<file path="config.mk">
export PLATFORM = sky130hd
export DESIGN_NAME = idct_top
export DESIGN_NICKNAME = d
export VERILOG_FILES = /design/src/verilog/idct_pkg.sv /design/src/verilog/block_ram.sv /design/src/verilog/idct_top.sv /design/src/verilog/mac_unit.sv /design/src/verilog/matrix_sequencer.sv /design/src/verilog/sram_block_io.sv
export SDC_FILE = /design/constraint.sdc
export NUM_CORES = 2
export LEC_CHECK = 0
export BUFFER_PORTS_ARGS = -buffer_cell sky130_fd_sc_hd__clkbuf_2
export CAP_MARGIN = 15
export CORE_MARGIN = 5
export CORE_UTILIZATION = 25
export CTS_CLUSTER_DIAMETER = 40
export DETAILED_ROUTE_END_ITERATION = 10
export GPL_ROUTABILITY_DRIVEN = 0
export HOLD_SLACK_MARGIN = 0.06
export PLACE_DENSITY = 0.42
export SETUP_SLACK_MARGIN = 0.3
export SLEW_MARGIN = 20
export SYNTH_ARGS = -nofsm -noshare
export SYNTH_HDL_FRONTEND = slang
export SYNTH_SLANG_ARGS = --single-unit
export TNS_END_PERCENT = 30
</file>
<file path="constraint.sdc">
create_clock -name Clock -period 8.93 [get_ports Clock]
set_clock_uncertainty 0.1 [all_clocks]
set_input_delay 0.893 -clock Clock [delete_from_list [all_inputs] [get_ports Clock]]
set_output_delay 0.893 -clock Clock [all_outputs]
set_load 0.02 [all_outputs]
</file>
<file path="src/verilog/idct_pkg.sv">
package idct_pkg;

	localparam int BLOCK_SIZE = 8;
	localparam int SRAM_LATENCY = 2;
	localparam int PASS1_SHIFT = 8;
	localparam int PASS2_SHIFT = 16;

	typedef logic [17:0] sram_addr_t;
	typedef logic [15:0] sram_data_t;
	typedef logic signed [15:0] sample_t;
	typedef logic signed [15:0] coeff_t;
	typedef logic signed [31:0] acc_t;
	typedef logic [7:0] pixel_t;
	typedef logic [5:0] buf_addr_t;

	typedef struct packed {
		buf_addr_t addr;
		acc_t data;
		logic en;
	} ram_wr_t;

	typedef struct packed {
		sram_addr_t sram_address;
		sram_data_t sram_write_data;
		logic sram_we_n;
	} sram_req_t;

	typedef enum logic [1:0] {IO_IDLE, IO_FETCH, IO_DRAIN, IO_WRITE} io_state_t;
	typedef enum logic [1:0] {SEQ_IDLE, SEQ_ROW, SEQ_COLUMN} seq_state_t;
	typedef enum logic {PASS_ROW, PASS_COLUMN} pass_t;

	// Scaled cosine basis, first index is frequency k, second is sample n
	localparam coeff_t COS_TABLE [0:BLOCK_SIZE-1][0:BLOCK_SIZE-1] = '{
		'{16'sd2048, 16'sd2048, 16'sd2048, 16'sd2048,
			16'sd2048, 16'sd2048, 16'sd2048, 16'sd2048},
		'{16'sd2841, 16'sd2408, 16'sd1609, 16'sd565,
			-16'sd565, -16'sd1609, -16'sd2408, -16'sd2841},
		'{16'sd2676, 16'sd1108, -16'sd1108, -16'sd2676,
			-16'sd2676, -16'sd1108, 16'sd1108, 16'sd2676},
		'{16'sd2408, -16'sd565, -16'sd2841, -16'sd1609,
			16'sd1609, 16'sd2841, 16'sd565, -16'sd2408},
		'{16'sd2048, -16'sd2048, -16'sd2048, 16'sd2048,
			16'sd2048, -16'sd2048, -16'sd2048, 16'sd2048},
		'{16'sd1609, -16'sd2841, 16'sd565, 16'sd2408,
			-16'sd2408, -16'sd565, 16'sd2841, -16'sd1609},
		'{16'sd1108, -16'sd2676, 16'sd2676, -16'sd1108,
			-16'sd1108, 16'sd2676, -16'sd2676, 16'sd1108},
		'{16'sd565, -16'sd1609, 16'sd2408, -16'sd2841,
			16'sd2841, -16'sd2408, 16'sd1609, -16'sd565}
	};

endpackage

</file>
<file path="src/verilog/block_ram.sv">
`timescale 1ns/100ps

module block_ram #(
	parameter int WIDTH = 16,
	parameter int DEPTH = 64
) (
	input logic Clock,
	input idct_pkg::ram_wr_t wr,
	input idct_pkg::buf_addr_t rd_addr,
	output logic [WIDTH-1:0] rd_data
);

localparam int AW = $clog2(DEPTH);

logic [WIDTH-1:0] mem [DEPTH];

// Read returns the old contents on a same-address write
always_ff @(posedge Clock) begin
	if (wr.en) begin
		mem[wr.addr[AW-1:0]] <= wr.data[WIDTH-1:0];
	end
	rd_data <= mem[rd_addr[AW-1:0]];
end

endmodule

</file>
<file path="src/verilog/idct_top.sv">
`timescale 1ns/100ps

module idct_top #(
	parameter int ROW_PITCH = 320
) (
	input logic Clock,
	input logic Resetn,
	input logic start,
	input idct_pkg::sram_addr_t in_base,
	input idct_pkg::sram_addr_t out_base,
	input idct_pkg::sram_data_t sram_read_data,
	output idct_pkg::sram_req_t sram,
	output logic busy,
	output logic finish
);

idct_pkg::ram_wr_t sample_wr;
idct_pkg::ram_wr_t inter_wr;
idct_pkg::ram_wr_t pixel_wr;
idct_pkg::buf_addr_t sample_rd_addr;
idct_pkg::buf_addr_t inter_rd_addr;
idct_pkg::buf_addr_t pixel_rd_addr;
idct_pkg::sram_data_t sample_rd_data;
idct_pkg::sram_data_t pixel_rd_data;
idct_pkg::acc_t inter_rd_data;
idct_pkg::acc_t op_a;
idct_pkg::acc_t mac_result;
idct_pkg::coeff_t op_b;
idct_pkg::pass_t pass;
logic mac_clear;
logic mac_enable;
logic fetch_done;
logic write_start;

sram_block_io #(
	.ROW_PITCH(ROW_PITCH)
) sram_block_io_i (
	.Clock(Clock),
	.Resetn(Resetn),
	.start(start),
	.in_base(in_base),
	.out_base(out_base),
	.sram_read_data(sram_read_data),
	.sram(sram),
	.sample_wr(sample_wr),
	.pixel_rd_addr(pixel_rd_addr),
	.pixel_rd_data(pixel_rd_data),
	.write_start(write_start),
	.fetch_done(fetch_done),
	.busy(busy),
	.finish(finish)
);

matrix_sequencer matrix_sequencer_i (
	.Clock(Clock),
	.Resetn(Resetn),
	.fetch_done(fetch_done),
	.sample_rd_addr(sample_rd_addr),
	.inter_rd_addr(inter_rd_addr),
	.sample_rd_data(sample_rd_data),
	.inter_rd_data(inter_rd_data),
	.inter_wr(inter_wr),
	.pixel_wr(pixel_wr),
	.op_a(op_a),
	.op_b(op_b),
	.mac_clear(mac_clear),
	.mac_enable(mac_enable),
	.pass(pass),
	.mac_result(mac_result),
	.write_start(write_start)
);

mac_unit mac_unit_i (
	.Clock(Clock),
	.Resetn(Resetn),
	.op_a(op_a),
	.op_b(op_b),
	.mac_clear(mac_clear),
	.mac_enable(mac_enable),
	.pass(pass),
	.mac_result(mac_result)
);

// Coefficients as read from SRAM
block_ram #(
	.WIDTH(16),
	.DEPTH(64)
) sample_buf (
	.Clock(Clock),
	.wr(sample_wr),
	.rd_addr(sample_rd_addr),
	.rd_data(sample_rd_data)
);

block_ram #(
	.WIDTH(32),
	.DEPTH(64)
) inter_buf (
	.Clock(Clock),
	.wr(inter_wr),
	.rd_addr(inter_rd_addr),
	.rd_data(inter_rd_data)
);

// Pixel pairs, one SRAM word each
block_ram #(
	.WIDTH(16),
	.DEPTH(32)
) pixel_buf (
	.Clock(Clock),
	.wr(pixel_wr),
	.rd_addr(pixel_rd_addr),
	.rd_data(pixel_rd_data)
);

endmodule

</file>
<file path="src/verilog/mac_unit.sv">
`timescale 1ns/100ps

module mac_unit (
	input logic Clock,
	input logic Resetn,
	input idct_pkg::acc_t op_a,
	input idct_pkg::coeff_t op_b,
	input logic mac_clear,
	input logic mac_enable,
	input idct_pkg::pass_t pass,
	output idct_pkg::acc_t mac_result
);

idct_pkg::acc_t accumulator;
idct_pkg::acc_t product;
idct_pkg::acc_t column_sum;
idct_pkg::pixel_t pixel;

// Product keeps only the low 32 bits
assign product = op_a * idct_pkg::acc_t'(op_b);

always_ff @(posedge Clock or negedge Resetn) begin
	if (!Resetn) begin
		accumulator <= '0;
	end else if (mac_enable) begin
		// Clear arrives together with the first operand of a sum
		accumulator <= (mac_clear ? idct_pkg::acc_t'(0) : accumulator) + product;
	end
end

always_comb begin
	column_sum = accumulator >>> idct_pkg::PASS2_SHIFT;
	if (column_sum < 0) begin
		pixel = 8'h00;
	end else if (column_sum > 255) begin
		pixel = 8'hff;
	end else begin
		pixel = column_sum[7:0];
	end
	if (pass == idct_pkg::PASS_COLUMN) begin
		mac_result = {24'd0, pixel};
	end else begin
		mac_result = accumulator >>> idct_pkg::PASS1_SHIFT;
	end
end

endmodule

</file>
<file path="src/verilog/matrix_sequencer.sv">
`timescale 1ns/100ps

module matrix_sequencer (
	input logic Clock,
	input logic Resetn,
	input logic fetch_done,
	output idct_pkg::buf_addr_t sample_rd_addr,
	output idct_pkg::buf_addr_t inter_rd_addr,
	input idct_pkg::sram_data_t sample_rd_data,
	input idct_pkg::acc_t inter_rd_data,
	output idct_pkg::ram_wr_t inter_wr,
	output idct_pkg::ram_wr_t pixel_wr,
	output idct_pkg::acc_t op_a,
	output idct_pkg::coeff_t op_b,
	output logic mac_clear,
	output logic mac_enable,
	output idct_pkg::pass_t pass,
	input idct_pkg::acc_t mac_result,
	output logic write_start
);

// Eight operand cycles and two drain cycles per output element
localparam int LAST_PHASE = idct_pkg::BLOCK_SIZE + 1;

idct_pkg::seq_state_t state;
logic [3:0] phase;
logic [2:0] row;
logic [2:0] col;
logic [2:0] k;
logic issue;
logic result_valid;
logic last_pixel;
idct_pkg::pixel_t pixel_hold;

assign k = phase[2:0];
assign issue = (state != idct_pkg::SEQ_IDLE) && (phase < 4'(idct_pkg::BLOCK_SIZE));
assign result_valid = (state != idct_pkg::SEQ_IDLE) && (phase == 4'(LAST_PHASE));
assign pass = (state == idct_pkg::SEQ_COLUMN) ? idct_pkg::PASS_COLUMN : idct_pkg::PASS_ROW;

// Row pass walks S[r][k], column pass walks T[k][c]
assign sample_rd_addr = {row, k};
assign inter_rd_addr = {k, col};

always_comb begin
	if (pass == idct_pkg::PASS_COLUMN) begin
		op_a = inter_rd_data;
	end else begin
		op_a = idct_pkg::acc_t'(idct_pkg::sample_t'(sample_rd_data));
	end
end

always_ff @(posedge Clock or negedge Resetn) begin
	if (!Resetn) begin
		state <= idct_pkg::SEQ_IDLE;
		phase <= '0;
		row <= '0;
		col <= '0;
	end else if (state == idct_pkg::SEQ_IDLE) begin
		phase <= '0;
		row <= '0;
		col <= '0;
		if (fetch_done) begin
			state <= idct_pkg::SEQ_ROW;
		end
	end else if (result_valid) begin
		phase <= '0;
		col <= col + 3'd1;
		if (col == 3'd7) begin
			row <= row + 3'd1;
			if (row == 3'd7 && state == idct_pkg::SEQ_ROW) begin
				state <= idct_pkg::SEQ_COLUMN;
			end else if (row == 3'd7) begin
				state <= idct_pkg::SEQ_IDLE;
			end
		end
	end else begin
		phase <= phase + 4'd1;
	end
end

// Table entry lines up with the buffer read data
always_ff @(posedge Clock) begin
	if (state == idct_pkg::SEQ_COLUMN) begin
		op_b <= idct_pkg::COS_TABLE[k][row];
	end else begin
		op_b <= idct_pkg::COS_TABLE[k][col];
	end
end

always_ff @(posedge Clock or negedge Resetn) begin
	if (!Resetn) begin
		mac_enable <= 1'b0;
		mac_clear <= 1'b0;
		inter_wr <= '0;
		pixel_wr <= '0;
		pixel_hold <= '0;
		last_pixel <= 1'b0;
		write_start <= 1'b0;
	end else begin
		mac_enable <= issue;
		mac_clear <= issue && (phase == 4'd0);
		inter_wr.en <= result_valid && (state == idct_pkg::SEQ_ROW);
		pixel_wr.en <= result_valid && (state == idct_pkg::SEQ_COLUMN) && col[0];
		last_pixel <= result_valid && (state == idct_pkg::SEQ_COLUMN) &&
			(row == 3'd7) && (col == 3'd7);
		write_start <= last_pixel;
		if (result_valid) begin
			inter_wr.addr <= {row, col};
			inter_wr.data <= mac_result;
			// Even column waits for its odd neighbour
			pixel_wr.addr <= {1'b0, row, col[2:1]};
			pixel_wr.data <= {16'd0, pixel_hold, mac_result[7:0]};
			if (!col[0]) begin
				pixel_hold <= mac_result[7:0];
			end
		end
	end
end

endmodule

</file>
<file path="src/verilog/sram_block_io.sv">
`timescale 1ns/100ps

module sram_block_io #(
	parameter int ROW_PITCH = 320
) (
	input logic Clock,
	input logic Resetn,
	input logic start,
	input idct_pkg::sram_addr_t in_base,
	input idct_pkg::sram_addr_t out_base,
	input idct_pkg::sram_data_t sram_read_data,
	output idct_pkg::sram_req_t sram,
	output idct_pkg::ram_wr_t sample_wr,
	output idct_pkg::buf_addr_t pixel_rd_addr,
	input idct_pkg::sram_data_t pixel_rd_data,
	input logic write_start,
	output logic fetch_done,
	output logic busy,
	output logic finish
);

localparam idct_pkg::sram_addr_t COEFF_ROW_STEP = idct_pkg::sram_addr_t'(ROW_PITCH);
localparam idct_pkg::sram_addr_t PIXEL_ROW_STEP = idct_pkg::sram_addr_t'(ROW_PITCH / 2);
// Lead-in read, 32 pair writes, then one cycle for the last write
localparam idct_pkg::buf_addr_t LAST_WRITE_COUNT =
	idct_pkg::buf_addr_t'(idct_pkg::BLOCK_SIZE * idct_pkg::BLOCK_SIZE / 2 + 1);

idct_pkg::io_state_t state;
idct_pkg::buf_addr_t count;
idct_pkg::buf_addr_t pair_idx;
idct_pkg::sram_addr_t row_base;
idct_pkg::sram_addr_t out_base_r;
logic start_d;
logic start_edge;
logic [idct_pkg::SRAM_LATENCY:0] fetch_valid;
idct_pkg::buf_addr_t fetch_idx [idct_pkg::SRAM_LATENCY+1];

assign start_edge = start && !start_d;
assign pair_idx = count - 6'd1;
assign pixel_rd_addr = count;

always_ff @(posedge Clock or negedge Resetn) begin
	if (!Resetn) begin
		state <= idct_pkg::IO_IDLE;
		count <= '0;
		row_base <= '0;
		out_base_r <= '0;
		start_d <= 1'b0;
		busy <= 1'b0;
		finish <= 1'b0;
		sram <= '{sram_address: '0, sram_write_data: '0, sram_we_n: 1'b1};
	end else begin
		start_d <= start;
		finish <= 1'b0;
		sram.sram_we_n <= 1'b1;
		case (state)
			idct_pkg::IO_IDLE: begin
				if (start_edge) begin
					busy <= 1'b1;
					row_base <= in_base;
					out_base_r <= out_base;
					count <= '0;
					state <= idct_pkg::IO_FETCH;
				end
			end
			idct_pkg::IO_FETCH: begin
				sram.sram_address <= row_base + idct_pkg::sram_addr_t'(count[2:0]);
				count <= count + 6'd1;
				if (count[2:0] == 3'd7) begin
					row_base <= row_base + COEFF_ROW_STEP;
				end
				if (&count) begin
					state <= idct_pkg::IO_DRAIN;
				end
			end
			idct_pkg::IO_DRAIN: begin
				// Holds here while the matrix passes run
				if (write_start) begin
					row_base <= out_base_r;
					count <= '0;
					state <= idct_pkg::IO_WRITE;
				end
			end
			idct_pkg::IO_WRITE: begin
				count <= count + 6'd1;
				if (count == LAST_WRITE_COUNT) begin
					finish <= 1'b1;
					busy <= 1'b0;
					state <= idct_pkg::IO_IDLE;
				end else if (count != '0) begin
					sram.sram_address <= row_base + idct_pkg::sram_addr_t'(pair_idx[1:0]);
					sram.sram_write_data <= pixel_rd_data;
					sram.sram_we_n <= 1'b0;
					if (pair_idx[1:0] == 2'd3) begin
						row_base <= row_base + PIXEL_ROW_STEP;
					end
				end
			end
		endcase
	end
end

// Sample index follows its address through the SRAM latency
always_ff @(posedge Clock or negedge Resetn) begin
	if (!Resetn) begin
		fetch_valid <= '0;
		sample_wr <= '0;
		fetch_done <= 1'b0;
	end else begin
		fetch_valid <= {fetch_valid[idct_pkg::SRAM_LATENCY-1:0], state == idct_pkg::IO_FETCH};
		sample_wr.en <= fetch_valid[idct_pkg::SRAM_LATENCY];
		sample_wr.addr <= fetch_idx[idct_pkg::SRAM_LATENCY];
		sample_wr.data <= idct_pkg::acc_t'(idct_pkg::sample_t'(sram_read_data));
		fetch_done <= sample_wr.en && (&sample_wr.addr);
	end
end

always_ff @(posedge Clock) begin
	fetch_idx[0] <= count;
	for (int i = 1; i <= idct_pkg::SRAM_LATENCY; i++) begin
		fetch_idx[i] <= fetch_idx[i-1];
	end
end

endmodule
</file>
Word level (Yosys, flattened, before mapping)
Memories as Yosys holds them, arrays and structs flattened. A register that Yosys moved wholly into a read port is not among the register bits.
Cells that the tools add are included.
Widths: inputs -> output; s select.
- add/sub/neg operators: 10
- multipliers: 1
- $lt $le $gt $ge: 6
- equal/unequal tests: 20
- multiplexer cells: 58
- bitwise operators: 5
- reduce and logical (&&, ||, !) cells: 36
- operators by type and width (cell ; number):
    $mux 128 ; 2
    $mux 18 ; 6
    $bmux 16 s3 ; 2
    $mux 32 ; 3
    $mux 16 ; 5
    $pmux 18 s4 ; 1
    $mux 35 ; 2
    $pmux 18 s2 ; 1
    $add 32x32->32 ; 1
    $mul 32x16->32 ; 1
    $mux 2 ; 10
    $add 18x2->18 ; 1
    $add 18x3->18 ; 1
    $add 18x8->18 const B ; 1
    $add 18x9->18 const B ; 1
    $pmux 6 s3 ; 1
    $reduce_and 6->1 ; 3
    $gt 16x9->1 const B ; 1
    $lt 16x1->1 const B ; 1
    $mux 8 ; 2
    $mux 3 ; 5
    $ne 2x1->1 const B ; 7
    $ge 4x4->1 const B ; 3
    $mux 1 ; 12
    other kinds (28) ; 63
- register bits: 236
- RAM bits: 3602
- memory bits (read-only): 1024
- input port bits: 55
- output and inout bits: 37
- word-level logic and storage cells: 172
- memories: 5
- memories (name ; words ; width ; rd ports ; clocked after Yosys merged registers in ; wr ports ; line ; text):
    inter_buf.mem ; 64 ; 32 ; 1 ; 1 ; 1 ; block_ram.sv:15 ; logic [WIDTH-1:0] mem [DEPTH];
    (name not given) ; 8 ; 128 ; 1 ; 0 ; 0 ; matrix_sequencer.sv:84 ; op_b <= idct_pkg::COS_TABLE[k][row];
    sample_buf.mem ; 64 ; 16 ; 1 ; 1 ; 1 ; block_ram.sv:15 ;
    pixel_buf.mem ; 32 ; 16 ; 1 ; 1 ; 1 ; block_ram.sv:15 ;
    sram_block_io_i.fetch_idx ; 3 ; 6 ; 3 ; 1 ; 3 ; sram_block_io.sv:36 ; idct_pkg::buf_addr_t fetch_idx [idct_pkg::SRAM_LATENCY+1];

Longest topological paths before layout
- depth after elaboration: 8
- gate-level depth with buffers: 28

Cells and area by module
Synthesis repeated with hierarchy kept, for this count alone.
- cells, all modules: 9240
- area, all modules: 165975.4 sq um
- modules (own cells, without submodules) (module ; times used ; cells an instance ; area each (sq um) ; seq. area each (sq um)):
    block_ram (inter_buf) ; 1 ; 3324 ; 78515.3 ; 62139.6
    block_ram (sample_buf) ; 1 ; 1829 ; 40042.2 ; 31069.8
    block_ram (pixel_buf) ; 1 ; 1143 ; 20535.9 ; 15695.1
    mac_unit ; 1 ; 1634 ; 14366.3 ; 800.8
    sram_block_io ; 1 ; 609 ; 6264.8 ; 3089.2
    matrix_sequencer ; 1 ; 701 ; 6251.0 ; 2062.0

Least setup slack after synthesis
OpenSTA, ideal clock, no wires.
- kind: register -> register
- start point: reg matrix_sequencer_i.state[0]
- end point: reg mac_unit_i.accumulator[25]
- data arrival time: 6.875 ns
- data required time: 8.759 ns
- path slack: 1.884 ns
- cell stages (with the launch flop): 27
- path buffers: 3
- period minus slack after synthesis: 7.046 ns
- cells stage by stage: dfrtp_1 nand2b_1 clkbuf_1 clkbuf_1 nand2_1 nand2_1 clkbuf_1 nand2_1 fa_1 inv_1 fa_1 inv_1 fa_1 inv_1 fa_1 fa_1 inv_1 fa_1 inv_1 ha_1 a21o_1 a211oi_1 nor2b_1 a2111o_1 a2111o_1 a2111o_1 nand4_1
- word-level cells in the longest chain between the ends: 5
- ends and longest elaborated chain (element ; line ; text):
    from (decl) ; matrix_sequencer.sv:25 ; idct_pkg::seq_state_t state;
    from (signal assigned) ; matrix_sequencer.sv:54 ; state <= idct_pkg::SEQ_IDLE;
    from (signal assigned) ; matrix_sequencer.sv:63 ; state <= idct_pkg::SEQ_ROW;
    from (signal assigned) ; matrix_sequencer.sv:71 ; state <= idct_pkg::SEQ_COLUMN;
    $eq 2x2->1 ; matrix_sequencer.sv:38 ; assign pass = (state == idct_pkg::SEQ_COLUMN) ? idct_pkg::PASS_COLUMN : idct_pkg::PASS_ROW;
    $mux 1 ; matrix_sequencer.sv:38 ;
    $mux 32 ; matrix_sequencer.sv:45 ; if (pass == idct_pkg::PASS_COLUMN) begin
    $mul 32x16->32 ; mac_unit.sv:20 ; assign product = op_a * idct_pkg::acc_t'(op_b);
    $add 32x32->32 ; mac_unit.sv:27 ; accumulator <= (mac_clear ? idct_pkg::acc_t'(0) : accumulator) + product;
    to (signal assigned) ; mac_unit.sv:27 ;
    to (decl) ; mac_unit.sv:14 ; idct_pkg::acc_t accumulator;
Every way passes these cells.
A chain may end at the register's enable or synchronous reset.

Final worst setup path
- start point: reg matrix_sequencer_i.state[1]
- end point: reg mac_unit_i.accumulator[25]
The elaborated chain is that of the path after synthesis.

==> flow_summary.ini <==
[outcome]
outcome = finished, final reports clean

[yosys]
synth_sequential_area_ratio_pct = 69.3
synth_area_per_cell_um2 = 19.0
synth_nets = 8046
ys.flop_type = sky130_fd_sc_hd__edfxtp_1
synthesis.instances = 7533
synth.lib_cells_used.distinct = 80
ys.warnings.count = 0
synth_enable_flop_cells = 3072
synthesis.area_um2 = 143000
ys_seq_elements = 3364
synthArstFlopShare_pct = 6.09

[floorplanning]
floorplan_die_width_um = 766
rows = 277
boundaryPins = 92
design.core.area_um2 = 569000
die_h_um = 766
floorplan.initialDensity_pct = 25.1
floorplan_die_area_um2 = 587000

[power_and_ir_drop]
cellInternalPower_mw = 30.2
power.density_nw_per_um2 = 220
cellLeakagePower_nw = 51.1
vdd.ir_drop.worst_mv = 0.203
netSwitchingPower_mw = 7.74
power.share.combinational_pct = 0.4
power_frac_clock_pct = 54.7
seq_power_share_pct = 44.9
p_sw_share_pct = 20.4
total_power_mw = 37.9

[global_route]
wire_length_of_the_first_global_routing_pass_um = 594000
antenna_found_initial = 54
grtUsageTotal_pct = 13.8
gr-total-overflow = 0
grt_pass1_vias = 78500
grt_start_max_net_pins = 124

[cts]
maximum_level_of_the_cts_h_tree = 6
tritoncts = yes
worstSkewPairLatency_ns = 1.04
cts_buffers = 533
cts-root-buf = sky130_fd_sc_hd__clkbuf_16
clkSlewWorstSetupHoldPaths_ns = 0.04
tritoncts_num_sinks = 3364
clock_path_buffers = 4
cts_resized = 0

[routing]
drc = 0
drt_pass1_iterations = 6
routed_wl_um = 416000
detail_route.iter0.violations = 6245
drt-vias-per-instance = 4.59
routed-via-count = 73700
routed_wire_length_per_instance_um = 25.9
final_antenna_net_count = 0

[timing]
final-max-slew-violation-count = 0
setup_viol = 0
timing.final.crit_share_pct = 92.0
rsz0062_at_grt = no
max_slew.worst_pin.slew_ns = 1.12
timing.setup.tns_ns = 0
period_minus_slack_ns = 8.22
max_freq_ghz = 0.122
maxSlewHeadroom_pct = 24.6
hold_viol_final = 0

[critical_path]
worstSetupEndpointType = flip-flop
critical-path-max-stage-delay_ns = 0.80
timing.critical_path.fanout_max = 31
worst-setup-path-type = reg2reg
crit_family = adder cells
worst_ep_arrival_ns = 9.02
path_common_cell = sky130_fd_sc_hd__fa_1
critPathLaunchType = flip-flop
crit_path_top_delay_cell = sky130_fd_sc_hd__nor2b_4
required_arrival_time_at_the_worst_endpoint_ns = 9.73
critical_path_buf_inv_count = 3
path_cells = nor2b_4 -> nand2_1 -> nand2_1 -> nand2_1 -> fa_1 -> inv_1 -> fa_1 -> fa_1 -> fa_1 -> fa_1 -> inv_1 -> fa_1 -> inv_1 -> ha_1 -> a21oi_1 -> nor2_1 -> a211oi_1 -> nor2b_1 -> a2111o_1 -> a2111o_1 -> a2111o_1 -> nand4_1

[cells_and_area]
area_growth_pct = 20.8
nets = 8566
final_layout_size_suffix_gt1_share_pct = 28.8

[worst_hold_path]
class_of_the_tightest_hold_or_removal_check = in2reg

[place]
dp_hpwl_um = 244000
numPortBuffers = 91

[run]
cap_viol_max_count = 0
==> area by class of cell <==
| type | count | area [µm²] |
|---|---|---|
| clock buffers | 607 | 14000 |
| diodes | 21 | 52.6 |
| inverters | 415 | 1560 |
| clock inverters | 357 | 4080 |
| multi-input cells | 3329 | 41300 |
| fillers | 55300 | 397000 |
| flip-flops and latches | 3364 | 99200 |
| repair buffers | 410 | 3150 |
| well taps | 7533 | 9430 |
==> worst paths after layout <==
check,startpoint,to,slack [ns],cells after the start
min in group asynchronous,Resetn,sram_block_io_i.sram[2]$_DFFE_PN0P_,0.32,2
worst min-delay path,in_base[13],sram_block_io_i.row_base[13]$_DFFE_PN0P_,0.16,3
max in group asynchronous,Resetn,sram_block_io_i.pixel_rd_addr[3]$_DFFE_PN0P_,6.42,4
worst max-delay path,matrix_sequencer_i.state[1]$_DFFE_PN0P_,mac_unit_i.accumulator[25]$_DFFE_PN0P_,0.71,22
worst min register to register,sram_block_io_i.fetch_idx[0][1]$_DFF_P_,sram_block_io_i.fetch_idx[1][1]$_DFF_P_,0.20,0
worst max register to register,matrix_sequencer_i.state[1]$_DFFE_PN0P_,mac_unit_i.accumulator[25]$_DFFE_PN0P_,0.71,22
==> state kept, by name, indices dropped and copies added (netlist names), 2 cells and up <==
register / count
inter_buf.mem: 1536
sample_buf.mem: 1024
pixel_buf.mem: 512
sram_block_io_i.sram: 35
mac_unit_i.accumulator: 32
matrix_sequencer_i.inter_wr: 31
inter_buf.rd_data: 24
sram_block_io_i.sample_wr: 23
sram_block_io_i.fetch_idx: 18
sram_block_io_i.out_base_r: 18
sram_block_io_i.row_base: 18
pixel_buf.rd_data: 16
sample_buf.rd_data: 16
matrix_sequencer_i.op_b: 13
matrix_sequencer_i.pixel_wr: 9
matrix_sequencer_i.pixel_hold: 8
sram_block_io_i.pixel_rd_addr: 6
matrix_sequencer_i.phase: 4
matrix_sequencer_i.col: 3
matrix_sequencer_i.row: 3
sram_block_io_i.fetch_valid: 3
matrix_sequencer_i.state: 2
sram_block_io_i.state: 2
==> layer usage <==
layer	part of all wire (%)	GRT usage (%)
met1	44	19.0
met2	48	22.8
met3	4.7	2.07
met4	2.7	3.93
met5	0.0031	0
==> power by group through the flow <==
| stage | clock network, mW | registers [mW] | logic, mW |
|---|---|---|---|
| detailed placement | 0 | 17.4 | 0.135 |
| finish | 20.8 | 17.0 | 0.142 |
| global placement | 0 | 17.4 | 0.127 |
| global route | 22.0 | 17.0 | 0.156 |
| floorplan | 0 | 17.4 | 0.00178 |
| CTS | 21.3 | 17.0 | 0.148 |
==> Yosys cell counts, types with 24 or more instances <==
| cell | count | area [µm²] |
|---|---|---|
| sky130_fd_sc_hd__clkbuf_1 | 304 | 1140 |
| sky130_fd_sc_hd__inv_1 | 411 | 1540 |
| sky130_fd_sc_hd__dfxtp_1 | 87 | 1740 |
| sky130_fd_sc_hd__mux4_2 | 960 | 21600 |
| sky130_fd_sc_hd__mux2i_1 | 65 | 651 |
| sky130_fd_sc_hd__nor2b_1 | 71 | 444 |
| sky130_fd_sc_hd__dfrtp_1 | 204 | 5100 |
| sky130_fd_sc_hd__nor2_1 | 333 | 1250 |
| sky130_fd_sc_hd__nor3_1 | 30 | 150 |
| sky130_fd_sc_hd__and2_1 | 124 | 776 |
| sky130_fd_sc_hd__o21ai_0 | 136 | 681 |
| sky130_fd_sc_hd__ha_1 | 130 | 1630 |
| sky130_fd_sc_hd__fa_1 | 328 | 6570 |
| sky130_fd_sc_hd__xnor2_1 | 48 | 420 |
| sky130_fd_sc_hd__xor2_1 | 28 | 245 |
| sky130_fd_sc_hd__o22ai_1 | 26 | 163 |
| sky130_fd_sc_hd__nand2b_1 | 24 | 150 |
| sky130_fd_sc_hd__nand3_1 | 48 | 240 |
| sky130_fd_sc_hd__nand2_1 | 453 | 1700 |
| sky130_fd_sc_hd__mux2_2 | 73 | 822 |
| sky130_fd_sc_hd__edfxtp_1 | 3072 | 92200 |
| sky130_fd_sc_hd__a21oi_1 | 169 | 846 |
| sky130_fd_sc_hd__buf_1 | 97 | 364 |
==> timing repair <==
item | 4_1_cts | 5_1_grt
hold buffers | 35 | 0
endpoints found under the hold margin | 79 | 0
setup buffers | 0 | 0
==> cell usage in the layout, fill, tap and decap left out, types with 76 or more instances in the layout <==
cell / instances
sky130_fd_sc_hd__mux4_2: 960
sky130_fd_sc_hd__clkinv_2: 76
sky130_fd_sc_hd__fa_1: 328
sky130_fd_sc_hd__dfxtp_1: 86
sky130_fd_sc_hd__clkbuf_16: 544
sky130_fd_sc_hd__edfxtp_1: 3072
sky130_fd_sc_hd__dfrtp_1: 146
sky130_fd_sc_hd__nand2_1: 453
sky130_fd_sc_hd__a21oi_1: 169
sky130_fd_sc_hd__buf_4: 267
sky130_fd_sc_hd__nor2_1: 228
sky130_fd_sc_hd__and2_1: 124
sky130_fd_sc_hd__clkbuf_2: 90
sky130_fd_sc_hd__ha_1: 130
sky130_fd_sc_hd__inv_1: 409
sky130_fd_sc_hd__o21ai_0: 134
==> worst min-delay path, stage by stage <==
cell                       delay, ns
sky130_fd_sc_hd__clkbuf_2       0.08
sky130_fd_sc_hd__nor2b_1        0.05
sky130_fd_sc_hd__o31ai_1        0.19
==> logic make-up (layout without fill, tap and decap cells) <==
family	after synthesis	in the layout	share of synthesized area (%)
other cells	0	21	0
flops	3364	3364	69.3
xor+xnor	77	77	0.481
fa+ha+maj	458	458	5.73
compound gates	542	542	2.41
mux	1099	1099	16.2
simple gates	1153	1153	3.65
buf+inv	840	1789	2.23
==> stage by stage <==
stage	setup WS [ns]	util [%]	cells	hold slack (ns)	cell area, µm²
after floorplan	1.88	-	7533	0.210	143000
after global placement	0.862	27.1	15000	0.213	154000
after detailed placement	0.669	27.1	15000	0.213	154000
after CTS	0.676	30.3	16000	0.0601	173000
after global routing	0.340	30.3	16000	0.110	173000
final	0.713	30.3	16000	0.163	173000
Power figures use the tool's default switching activity.
